--- src/include/lau_cfg.svh ---
// configuration macros for the arithmetic unit
// word width, bus address width, register map, default prefix structure

`ifndef LAU_CFG_SVH
`define LAU_CFG_SVH

// operand and result width, one bus word
`define LAU_WIDTH 32

// axi4-lite address width
`define LAU_ADDR_W 4

// register byte offsets
`define LAU_REG_A    4'h0
`define LAU_REG_B    4'h4
`define LAU_REG_CTRL 4'h8
`define LAU_REG_RES  4'hC

// default carry tree, sklansky
`define LAU_SPEED_DEFAULT lau_pkg::FAST

`endif

--- src/verilog/axi_lite_pkg.sv ---
// axi4-lite bus types
// response codes, request bundle (master to slave), response bundle

`include "lau_cfg.svh"

package axi_lite_pkg;

	// only the two codes this slave returns
	typedef enum logic [1:0] {
		OKAY   = 2'b00,
		SLVERR = 2'b10
	} resp_e;

	// master side of all five channels
	typedef struct packed {
		// write address
		logic                    aw_valid;
		logic [`LAU_ADDR_W-1:0]  aw_addr;
		// write data
		logic                    w_valid;
		logic [`LAU_WIDTH-1:0]   w_data;
		logic [`LAU_WIDTH/8-1:0] w_strb;
		// write response
		logic                    b_ready;
		// read address
		logic                    ar_valid;
		logic [`LAU_ADDR_W-1:0]  ar_addr;
		// read data
		logic                    r_ready;
	} axi_lite_req_t;

	// slave side of all five channels
	typedef struct packed {
		logic                  aw_ready;
		logic                  w_ready;
		// write response
		logic                  b_valid;
		resp_e                 b_resp;
		logic                  ar_ready;
		// read data
		logic                  r_valid;
		logic [`LAU_WIDTH-1:0] r_data;
		resp_e                 r_resp;
	} axi_lite_rsp_t;

endpackage

--- src/verilog/lau_pkg.sv ---
// arithmetic types
// prefix tree speed selection, control word, operand bundle

`include "lau_cfg.svh"

package lau_pkg;

	// carry tree structure
	typedef enum logic [1:0] {
		SLOW,
		MEDIUM,
		FAST
	} speed_e;

	// control register, only bit 0 has a meaning
	typedef struct packed {
		logic [`LAU_WIDTH-2:0] reserved;
		logic                  sub;
	} lau_ctrl_t;

	// operands into the adder path
	typedef struct packed {
		logic [`LAU_WIDTH-1:0] a;
		logic [`LAU_WIDTH-1:0] b;
		logic                  sub;
	} lau_operands_t;

endpackage

--- src/verilog/add_sub.sv ---
// binary adder-subtractor on a parallel-prefix carry tree
// s = sub ? a - b : a + b modulo 2^width

module add_sub #(
	parameter int              width = 8,
	parameter lau_pkg::speed_e speed = lau_pkg::FAST
) (
	input  logic [width-1:0] a,
	input  logic [width-1:0] b,
	input  logic             sub,
	output logic [width-1:0] s
);

	// b after optional inversion
	logic [width-1:0] b_inv;
	// tree inputs and group generate output
	logic [width-1:0] gi;
	logic [width-1:0] pi;
	logic [width-1:0] go;
	// half sum per bit
	logic [width-1:0] pt;

	// two's complement as inverted b plus carry-in
	assign b_inv = b ^ {width{sub}};

	// bit 0 absorbs the carry-in as a full-adder majority
	assign gi[0] = (a[0] & b_inv[0]) | (a[0] & sub) | (b_inv[0] & sub);
	assign pi[0] = 1'b0;
	assign pt[0] = a[0] ^ b_inv[0];

	for (genvar i = 1; i < width; i++) begin : g_pre
		assign gi[i] = a[i] & b_inv[i];
		assign pi[i] = a[i] | b_inv[i];
		// or without and gives the xor
		assign pt[i] = ~gi[i] & pi[i];
	end

	// carry out of every bit position
	prefix_and_or #(
		.width (width),
		.speed (speed)
	) i_prefix_and_or (
		.gi (gi),
		.pi (pi),
		.go (go),
		.po ()
	);

	// carry into bit i is the group generate of bit i-1
	assign s = pt ^ {go[width-2:0], sub};

endmodule

--- src/verilog/lau_regs.sv ---
// axi4-lite register slave for the arithmetic unit
// holds operand a, operand b and the control word
// single-beat writes and reads, one response in flight per direction
// result register is read-only, a write to it gets slverr

`include "lau_cfg.svh"

module lau_regs (
	input  logic                        clk,
	input  logic                        rst_n,
	input  axi_lite_pkg::axi_lite_req_t axi_req,
	output axi_lite_pkg::axi_lite_rsp_t axi_rsp,
	output lau_pkg::lau_operands_t      operands,
	input  logic [`LAU_WIDTH-1:0]       result
);
	import axi_lite_pkg::*;
	import lau_pkg::*;

	// stored registers
	logic [`LAU_WIDTH-1:0] reg_a;
	logic [`LAU_WIDTH-1:0] reg_b;
	lau_ctrl_t             reg_ctrl;

	// write side
	logic  wr_fire;
	logic  b_valid;
	resp_e b_resp;

	// read side
	logic                  ar_ready;
	logic                  rd_fire;
	logic                  r_valid;
	logic [`LAU_WIDTH-1:0] r_data;
	logic [`LAU_WIDTH-1:0] rd_mux;

	// address and data taken together, blocked while b is pending
	assign wr_fire = axi_req.aw_valid & axi_req.w_valid & ~b_valid;

	// register file, strobes ignored, every write is a full word
	always_ff @(posedge clk or negedge rst_n) begin
		if (!rst_n) begin
			reg_a    <= '0;
			reg_b    <= '0;
			reg_ctrl <= '0;
		end else if (wr_fire) begin
			case (axi_req.aw_addr)
				`LAU_REG_A:    reg_a <= axi_req.w_data;
				`LAU_REG_B:    reg_b <= axi_req.w_data;
				`LAU_REG_CTRL: reg_ctrl <= lau_ctrl_t'(axi_req.w_data);
				// result is read-only
				default: ;
			endcase
		end
	end

	// write response pending flag
	always_ff @(posedge clk or negedge rst_n) begin
		if (!rst_n) begin
			b_valid <= 1'b0;
		end else if (wr_fire) begin
			b_valid <= 1'b1;
		end else if (axi_req.b_ready) begin
			b_valid <= 1'b0;
		end
	end

	// response code latched with the write
	always_ff @(posedge clk) begin
		if (wr_fire) begin
			b_resp <= (axi_req.aw_addr == `LAU_REG_RES) ? SLVERR : OKAY;
		end
	end

	// read source select
	always_comb begin
		case (axi_req.ar_addr)
			`LAU_REG_A:    rd_mux = reg_a;
			`LAU_REG_B:    rd_mux = reg_b;
			`LAU_REG_CTRL: rd_mux = reg_ctrl;
			`LAU_REG_RES:  rd_mux = result;
			// unaligned offsets
			default:       rd_mux = '0;
		endcase
	end

	assign rd_fire = axi_req.ar_valid & ar_ready;

	// ar ready is low in reset, then tracks the absence of a pending read
	always_ff @(posedge clk or negedge rst_n) begin
		if (!rst_n) begin
			r_valid  <= 1'b0;
			ar_ready <= 1'b0;
		end else if (rd_fire) begin
			r_valid  <= 1'b1;
			ar_ready <= 1'b0;
		end else if (r_valid && axi_req.r_ready) begin
			r_valid  <= 1'b0;
			ar_ready <= 1'b1;
		end else if (!r_valid) begin
			ar_ready <= 1'b1;
		end
	end

	// data sampled at the address handshake, held until taken
	always_ff @(posedge clk) begin
		if (rd_fire) begin
			r_data <= rd_mux;
		end
	end

	// bus outputs
	always_comb begin
		axi_rsp.aw_ready = wr_fire;
		axi_rsp.w_ready  = wr_fire;
		axi_rsp.b_valid  = b_valid;
		axi_rsp.b_resp   = b_resp;
		axi_rsp.ar_ready = ar_ready;
		axi_rsp.r_valid  = r_valid;
		axi_rsp.r_data   = r_data;
		// every readable offset is mapped
		axi_rsp.r_resp   = OKAY;
	end

	// operands into the adder path
	always_comb begin
		operands.a   = reg_a;
		operands.b   = reg_b;
		operands.sub = reg_ctrl.sub;
	end

	// write response must stay up and unchanged until b ready
	assert property (@(posedge clk) disable iff (!rst_n)
		b_valid && !axi_req.b_ready |=> b_valid && $stable(b_resp));

	// read data must stay up and unchanged until r ready
	assert property (@(posedge clk) disable iff (!rst_n)
		r_valid && !axi_req.r_ready |=> r_valid && $stable(r_data));

	// master only issues full-word writes
	assert property (@(posedge clk) disable iff (!rst_n)
		wr_fire |-> axi_req.w_strb == '1);

endmodule

--- src/verilog/lau_top.sv ---
// arithmetic unit top level
// axi4-lite register slave plus combinational adder-subtractor

`include "lau_cfg.svh"

module lau_top #(
	parameter lau_pkg::speed_e speed = `LAU_SPEED_DEFAULT
) (
	input  logic                        clk,
	input  logic                        rst_n,
	input  axi_lite_pkg::axi_lite_req_t axi_req,
	output axi_lite_pkg::axi_lite_rsp_t axi_rsp
);
	import lau_pkg::*;

	// register contents to the adder
	lau_operands_t operands;
	// sum back to the read mux
	logic [`LAU_WIDTH-1:0] result;

	// bus slave and operand storage
	lau_regs i_lau_regs (
		.clk      (clk),
		.rst_n    (rst_n),
		.axi_req  (axi_req),
		.axi_rsp  (axi_rsp),
		.operands (operands),
		.result   (result)
	);

	// zero-latency arithmetic
	add_sub #(
		.width (`LAU_WIDTH),
		.speed (speed)
	) i_add_sub (
		.a   (operands.a),
		.b   (operands.b),
		.sub (operands.sub),
		.s   (result)
	);

endmodule

--- src/verilog/prefix_and_or.sv ---
// parallel-prefix and-or tree for generate/propagate pairs
// serial chain, brent-kung style tree or sklansky tree by speed
// bit i of go/po covers bits i down to 0

module prefix_and_or #(
	parameter int              width = 8,
	parameter lau_pkg::speed_e speed = lau_pkg::FAST
) (
	input  logic [width-1:0] gi,
	input  logic [width-1:0] pi,
	output logic [width-1:0] go,
	output logic [width-1:0] po
);
	import lau_pkg::*;

	// number of tree levels
	localparam int lvls = $clog2(width);

	if (speed == SLOW) begin : g_serial
		// ripple chain, depth grows with width
		assign go[0] = gi[0];
		assign po[0] = pi[0];
		for (genvar i = 1; i < width; i++) begin : g_bit
			assign go[i] = gi[i] | (pi[i] & go[i-1]);
			assign po[i] = pi[i] & po[i-1];
		end
	end else if (speed == MEDIUM) begin : g_brent_kung
		// up sweep in stages 1..lvls, down sweep after that
		localparam int last = (lvls > 0) ? 2 * lvls - 1 : 0;

		logic [width-1:0] g [0:last];
		logic [width-1:0] p [0:last];

		assign g[0] = gi;
		assign p[0] = pi;

		// up sweep, blocks of 2^l ending at i
		for (genvar l = 1; l <= lvls; l++) begin : g_up
			for (genvar i = 0; i < width; i++) begin : g_bit
				if ((i + 1) % (1 << l) == 0) begin : g_node
					assign g[l][i] = g[l-1][i] | (p[l-1][i] & g[l-1][i-(1<<(l-1))]);
					assign p[l][i] = p[l-1][i] & p[l-1][i-(1<<(l-1))];
				end else begin : g_pass
					assign g[l][i] = g[l-1][i];
					assign p[l][i] = p[l-1][i];
				end
			end
		end

		// down sweep fills the positions between the finished ones
		for (genvar d = 1; d < lvls; d++) begin : g_down
			localparam int l = lvls - d;
			localparam int s = lvls + d;
			for (genvar i = 0; i < width; i++) begin : g_bit
				if (i >= (1 << l) && (i + 1) % (1 << l) == (1 << (l - 1))) begin : g_node
					// left neighbour already holds its full prefix
					assign g[s][i] = g[s-1][i] | (p[s-1][i] & g[s-1][i-(1<<(l-1))]);
					assign p[s][i] = p[s-1][i] & p[s-1][i-(1<<(l-1))];
				end else begin : g_pass
					assign g[s][i] = g[s-1][i];
					assign p[s][i] = p[s-1][i];
				end
			end
		end

		assign go = g[last];
		assign po = p[last];
	end else begin : g_sklansky
		// divide and conquer, log depth, high fan-out
		logic [width-1:0] g [0:lvls];
		logic [width-1:0] p [0:lvls];

		assign g[0] = gi;
		assign p[0] = pi;

		for (genvar l = 1; l <= lvls; l++) begin : g_lvl
			for (genvar i = 0; i < width; i++) begin : g_bit
				// upper half of each 2^l block takes the top of the lower half
				if (((i >> (l - 1)) & 1) == 1) begin : g_node
					localparam int j = ((i >> (l - 1)) << (l - 1)) - 1;
					assign g[l][i] = g[l-1][i] | (p[l-1][i] & g[l-1][j]);
					assign p[l][i] = p[l-1][i] & p[l-1][j];
				end else begin : g_pass
					assign g[l][i] = g[l-1][i];
					assign p[l][i] = p[l-1][i];
				end
			end
		end

		assign go = g[lvls];
		assign po = p[lvls];
	end

endmodule
--- config.mk ---
export PLATFORM = sky130hd
export DESIGN_NAME = lau_top
export DESIGN_NICKNAME = d
export VERILOG_FILES = /design/src/verilog/axi_lite_pkg.sv /design/src/verilog/lau_pkg.sv /design/src/verilog/add_sub.sv /design/src/verilog/lau_regs.sv /design/src/verilog/lau_top.sv /design/src/verilog/prefix_and_or.sv
export VERILOG_INCLUDE_DIRS = /design/src /design/src/include
export SDC_FILE = /design/constraint.sdc
export NUM_CORES = 1
export LEC_CHECK = 0
export BUFFER_PORTS_ARGS = -buffer_cell sky130_fd_sc_hd__buf_2
export CAP_MARGIN = 20
export CORE_MARGIN = 2
export CORE_UTILIZATION = 40
export DETAILED_ROUTE_END_ITERATION = 8
export SETUP_SLACK_MARGIN = 0.2
export SKIP_CTS_REPAIR_TIMING = 1
export SLEW_MARGIN = 20
export SYNTH_ARGS = -nofsm -noshare
export SYNTH_HDL_FRONTEND = slang
export SYNTH_SLANG_ARGS = --single-unit
--- constraint.sdc ---
create_clock -name clk -period 5.91 [get_ports clk]
set_input_delay 1.182 -clock clk [delete_from_list [all_inputs] [get_ports clk]]
set_output_delay 1.182 -clock clk [all_outputs]
set_load 0.01 [all_outputs]
==> results.toml, run 1 <==
[logic_synthesis]
synth_edf_count = 33
synth_cells = 698
synth_top_area_cell = "dfrtp_1"
syn_avg_cell_area_um2 = 11.4
yosysTopAreaCellShare_pct = 31.2
synthDistinctLibCells = 60
synth.area.top_cells = "dfrtp_1, edfxtp_1, mux2_2, ha_1, mux4_2"
synthesis.area_um2 = 7940
synth_flop_cell = "dfrtp_1"
ys_seq_area_share_pct = 43.7
ys_ff_latch = 132
ys_warn_count = 0
async_flop_share_pct = 75.0

[route]
highest_layer = "met5"
wl_met1_um = 7550
detail_route.iter0.violations = 252
wl_per_cell_um = 16.7
finalWirelength_um = 17600
vias = 5307
vias_per_cell = 5.04
wl_met3_um = 773
drc_errors = 0
drt_first_pass_iters = 4
met2_length_um = 9000
antenna_left = 0

[power]
fin_total_pwr_w = 0.00354
p_per_area_nw_per_um2 = 388
p_leak_nw = 4.29
peakVddDrop_uv = 237

[cells_and_area]
drive_gt1_share_pct = 29.2
design_area_um2 = 9120
syn_to_final_growth_pct = 15.0
antenna_cells = 0
final_net_count = 889

[timing]
fin_crit_sh_pct = 73.1
tightest_slew_ns = 1.01
finalHoldViolCount = 0
skew_ns = 0.00997
setup_tns_ns = 0
grt_setup_unrepaired = "false"
drv_slew = 0
hold_slack_ns = 0.499
setup_viol = 0
relSlewSlack_pct = 33.0
period_needed_ns = 4.32
fmax_mhz = 232

[floorplanning]
dieArea_um2 = 21000
rows = 51
die_w_um = 145
top_level_ports = 92
fp.coreArea_um2 = 19500
start_util_pct = 40.8
die_y_um = 145

[clock_tree]
cts_buffers = 17
cts_sinks = 132
cts_buffer_depth = 2
tritoncts = "built"
cts_root_buf = "clkbuf_16"
htree_levels = 4
clk_pin_slew_ns = 0.06
worstSkewPairLatency_ns = 0.43

[critical_path]
cp-start-kind = "register"
critPathMostFrequentCell = "inv_1"
worstPathArrival_ns = 4.50
critPathMaxStageDelay_ns = 1.00
critPathMaxFanout = 19
crit_path_cell_trace = "buf_4, xor2_1, inv_1, ha_1, nor4_1, a21boi_1, nor3_4, fa_1, inv_1, mux4_2, and2_1"
path_class = "register to register"
cpMaxStageDelayCell = "dfrtp_1"
worst_setup_path_end_kind = "register"
cp.required_ns = 6.09

[run_status]
outcome = "completed"

[placement]
placed_cell_area_um2 = 8600
gp_congestion = 0.815
io_buffers = 84
hpwl_um = 11900

[global_route]
grt_pass1_wl_um = 28400
grt_start_max_net_pins = 62
first_global_vias = 5542
antenna_found_initial = 1
grt-ovfl-total = 0
grtUsageTotal_pct = 17.8

[worst_hold_path]
hold_path.class = "register to register"

[job]
maxCapViolCount = 0
-- synthesized netlist by cell type, types with 2 or more instances --
cell,number
a21oi_1,17
a21oi_2,3
a31oi_1,4
and2_1,24
buf_1,6
buf_4,9
clkbuf_1,20
dfrtp_1,99
edfxtp_1,33
fa_1,5
ha_1,58
inv_1,69
inv_2,2
mux2_2,66
mux2i_1,7
mux4_2,22
nand2_1,50
nand2b_1,5
nand3_1,3
nor2_1,28
nor2b_1,10
nor3_1,4
nor3_2,2
nor4_1,2
nor4b_1,2
o21ai_0,43
o21ai_1,6
o21bai_1,7
o221ai_1,4
o31ai_1,3
o31ai_2,4
xnor2_1,12
xor2_1,42
-- layer usage --
layer | global-route usage [%] | up-vias
met4 | 5.31 | 2
met2 | 31.5 | 103
met1 | 21.8 | 2630
li1 | - | 2548
met5 | 0 | -
met3 | 3.92 | 24
-- metrics by stage --
| stage | setup WS, ns | cells | utilization [%] |
|---|---|---|---|
| 2_1_floorplan | 2.16 | 700 | - |
| 3_3_place_gp | 1.55 | 1020 | 44.1 |
| 3_5_place_dp | 1.54 | 1021 | 44.2 |
| 4_1_cts | 1.53 | 1053 | 46.9 |
| 5_1_grt | 1.32 | 1053 | 46.9 |
| 6_report | 1.59 | 1053 | 46.9 |
-- final cells by class --
cell class / instances / area, µm²
Sequential cell: 132 / 3470
Clock inverter: 6 / 27.5
Clock buffer: 26 / 499
Fill cell: 1821 / 10300
Timing Repair Buffer: 92 / 483
Inverter: 71 / 267
Multi-Input combinational cell: 461 / 4050
Tap cell: 265 / 332
-- layout by cell type, fill, tap and decap left out, drive strengths merged, types with 24 or more instances in the layout --
master	Yosys	routed
mux2	67	67
buf	16	92
and2	24	24
edfxtp	33	33
nand2	50	50
o21ai	50	50
inv	71	71
ha	58	58
clkbuf	20	26
xor2	42	42
dfrtp	99	99
nor2	28	28
-- cells by family (layout without fill, tap and decap cells) --
family,after synthesis,after routing,share of synthesized area [%]
other,1,3,0.0473
XOR/XNOR,54,54,5.96
AND/OR/NAND/NOR,140,140,9.10
flip-flops,132,132,43.7
buffers and inverters,107,195,5.50
adder cells (fa/ha/maj),63,63,10.4
AO/OA/AOI/OAI,105,105,8.61
multiplexers,96,96,16.7
-- critical path: cells and delay by family, from the launching register on --
kind                       cells  cell delay, ns
AOI/OAI and AO/OA              1            0.39
xor gates and xnor gates       1            0.24
adders and majority gates      2            0.77
buffers and inverters          3            0.56
DFF                            1            1.00
muxes                          1            0.45
and+or+nand+nor                3            0.66
-- power breakdown --
| part | leakage (nW) | total [W] | switching (W) | internal [W] |
|---|---|---|---|---|
| sequential | 1.55 | 0.00121 | 0.000113 | 0.00110 |
| clock | 0.263 | 0.000950 | 0.000376 | 0.000574 |
| combinational | 2.48 | 0.00137 | 0.000715 | 0.000657 |
-- registers in the layout (all words and copies together) (netlist names) --
register	flops
i_lau_regs.r_data	32
i_lau_regs.reg_ctrl	31
i_lau_regs.r_valid	1
i_lau_regs.operands	1
i_lau_regs.reg_a	32
i_lau_regs.b_valid	1
i_lau_regs.b_resp	1
i_lau_regs.reg_b	32
i_lau_regs.ar_ready	1
-- final timing paths --
path | from | to | slack (ns) | cells past startpoint
worst max-delay path | i_lau_regs.operands[0]$_DFFE_PN0P_ | i_lau_regs.r_data[16]$_DFFE_PP_ | 1.59 | 11
worst min-delay path | i_lau_regs.reg_ctrl[25]$_DFFE_PN0P_ | i_lau_regs.reg_ctrl[25]$_DFFE_PN0P_ | 0.50 | 1
worst max register to register | i_lau_regs.operands[0]$_DFFE_PN0P_ | i_lau_regs.r_data[16]$_DFFE_PP_ | 1.59 | 11
worst min register to register | i_lau_regs.reg_ctrl[25]$_DFFE_PN0P_ | i_lau_regs.reg_ctrl[25]$_DFFE_PN0P_ | 0.50 | 1
max in group asynchronous | rst_n | i_lau_regs.reg_a[1]$_DFFE_PN0P_ | 3.95 | 2
min in group asynchronous | rst_n | i_lau_regs.reg_ctrl[20]$_DFFE_PN0P_ | 0.73 | 1
Power figures use the tool's default switching activity.
==> run 2, diff against run 1 <==
clock period = 3.8 ns   (was 5.91 ns; I/O delays follow)
==> run 2 against run 1 <==
Against the previous run: cell area rose by 1.7%; combinational power rose by 64%; clock-buffer cell count fell by 7; clock power rose by 63%; flip-flop and latch count did not move; sequential power rose by 55%; wire length rose by 3.6%; power rose by 60%; fmax rose by 25%; critical path depth rose by 3; register-to-register slack got worse by 1.2 ns.
==> results.toml, run 2 (synthesis results as in run 1) <==
[route]
detail_route.iter0.violations = 228
vias = 5386
drc_errors = 0
antenna_left = 0
drt_first_pass_iters = 4
finalWirelength_um = 18200
vias_per_cell = 5.08
wl_per_cell_um = 17.1

[critical_path]
path_class = "register to register"
worstPathArrival_ns = 3.63
r2r_cells = 14
cp.required_ns = 3.97
critPathMaxFanout = 12
worst_setup_path_end_kind = "register"
cp-start-kind = "register"

[job]
maxCapViolCount = 0

[global_route]
first_global_vias = 5625
met3_usage_pct = 3.72
grt_pass1_wl_um = 29100
grt_start_max_net_pins = 81
grtUsageTotal_pct = 18.2
use_met1_pct = 22.2
use_met2_pct = 32.3
grt-ovfl-total = 0
top_usage_layer = "met2"
antenna_found_initial = 1

[cells_and_area]
syn_to_final_growth_pct = 16.9
final_net_count = 896
final_cell_mix = "dfrtp_1, buf_2, inv_1"
fillers = 1782
drive_gt1_share_pct = 31.2
reg_top3 = "i_lau_regs.r_data: 32 flops, i_lau_regs.reg_a: 32 flops, i_lau_regs.reg_b: 32 flops"
layout_commonest_cell = "dfrtp_1"

[timing]
relSlewSlack_pct = 38.0
setup_tns_ns = 0
period_needed_ns = 3.46
setup_viol = 0
drv_slew = 0
fmax_mhz = 289
hold_slack_ns = 0.389
finalHoldViolCount = 0
skew_ns = 0.0148
tightest_slew_ns = 0.930
fin_crit_sh_pct = 91.0
grt_setup_unrepaired = "true"

[run_status]
outcome = "completed"

[clock_tree]
tritoncts = "built"
cts_sinks = 132
worstSkewPairLatency_ns = 0.43
cts_buffers = 17
cts_buffer_depth = 2
cts_root_buf = "clkbuf_16"
clk_pin_slew_ns = 0.06
htree_levels = 4

[placement]
io_buffers = 84
gp_congestion = 0.828
hpwl_um = 11900

[power]
p_per_area_nw_per_um2 = 611
p_leak_nw = 4.33
peakVddDrop_uv = 376

[worst_hold_path]
hold_path.class = "input port to asynchronous set/reset pin"

[floorplanning]
die_w_um = 145
fp.coreArea_um2 = 19500
start_util_pct = 40.8
dieArea_um2 = 21000
die_y_um = 145
rows = 51
top_level_ports = 92
## run 2: cell count changes in the layout (fill, tap and decap cells not counted), sizes merged
cell | previous run | this run
buf | 92 | 98
bufinv | 0 | 1
clkinvlp | 0 | 7
clkbuf | 26 | 20
diode | 0 | 1
clkinv | 6 | 5
## run 2: layer usage
| metal | wire, µm | up-vias | part of all wire [%] |
|---|---|---|---|
| met5 | 0 | - | 0 |
| met4 | 184 | 0 | 1.0 |
| met3 | 980 | 18 | 5.4 |
| met2 | 9200 | 115 | 51 |
| met1 | 7830 | 2689 | 43 |
| li1 | - | 2564 | - |
## run 2: final timing paths
kind | start | to | slack [ns]
min | rst_n | i_lau_regs.r_valid$_DFFE_PN0P_ | 0.39
min in group clk | i_lau_regs.b_valid$_DFFE_PN0P_ | i_lau_regs.b_valid$_DFFE_PN0P_ | 0.49
max in group asynchronous | rst_n | i_lau_regs.reg_b[3]$_DFFE_PN0P_ | 2.70
max reg2reg | i_lau_regs.operands[0]$_DFFE_PN0P_ | i_lau_regs.r_data[31]$_DFFE_PP_ | 0.34
min reg2reg | i_lau_regs.b_valid$_DFFE_PN0P_ | i_lau_regs.b_valid$_DFFE_PN0P_ | 0.49
max | i_lau_regs.operands[0]$_DFFE_PN0P_ | i_lau_regs.r_data[31]$_DFFE_PP_ | 0.34
## run 2: critical path, stage by stage, from the launching register on
cell and delay, ns:
dfrtp_2 0.44, buf_12 0.17, xnor2_2 0.19, inv_1 0.06, ha_1 0.21, or2_1 0.27
o2111ai_2 0.25, a31oi_4 0.14, buf_4 0.16, o31ai_2 0.35, a31oi_1 0.18, o41ai_2 0.30
buf_4 0.17, nor4b_1 0.05, a211o_1 0.25
## run 2: where the power goes
group	switching, W	internal, W
logic	0.00116	0.00108
clock network	0.000640	0.000909
registers	0.000169	0.00171
total	0.00197	0.00370
## run 2: stage by stage
step	setup slack [ns]	instances	util, %	instance area (µm²)	total power, W
floorplan	0.217	700	-	7950	0.00357
detailed placement	0.238	1025	44.4	8640	0.00408
finish	0.341	1061	47.7	9280	0.00567
CTS	0.221	1057	47.2	9190	0.00566
global placement	0.266	1025	44.4	8640	0.00400
global route	0.145	1060	47.6	9270	0.00607
## run 2: cell type report
type,instances,area [µm²],area share (%)
clock buffers,19,443,4.78
clock inverters,13,111,1.20
flip-flops and latches,132,3470,37.4
repair buffers,99,569,6.14
multi-input cells,461,4080,44.0
well taps,265,332,3.57
inverters,71,267,2.87
diodes,1,2.50,0.0270
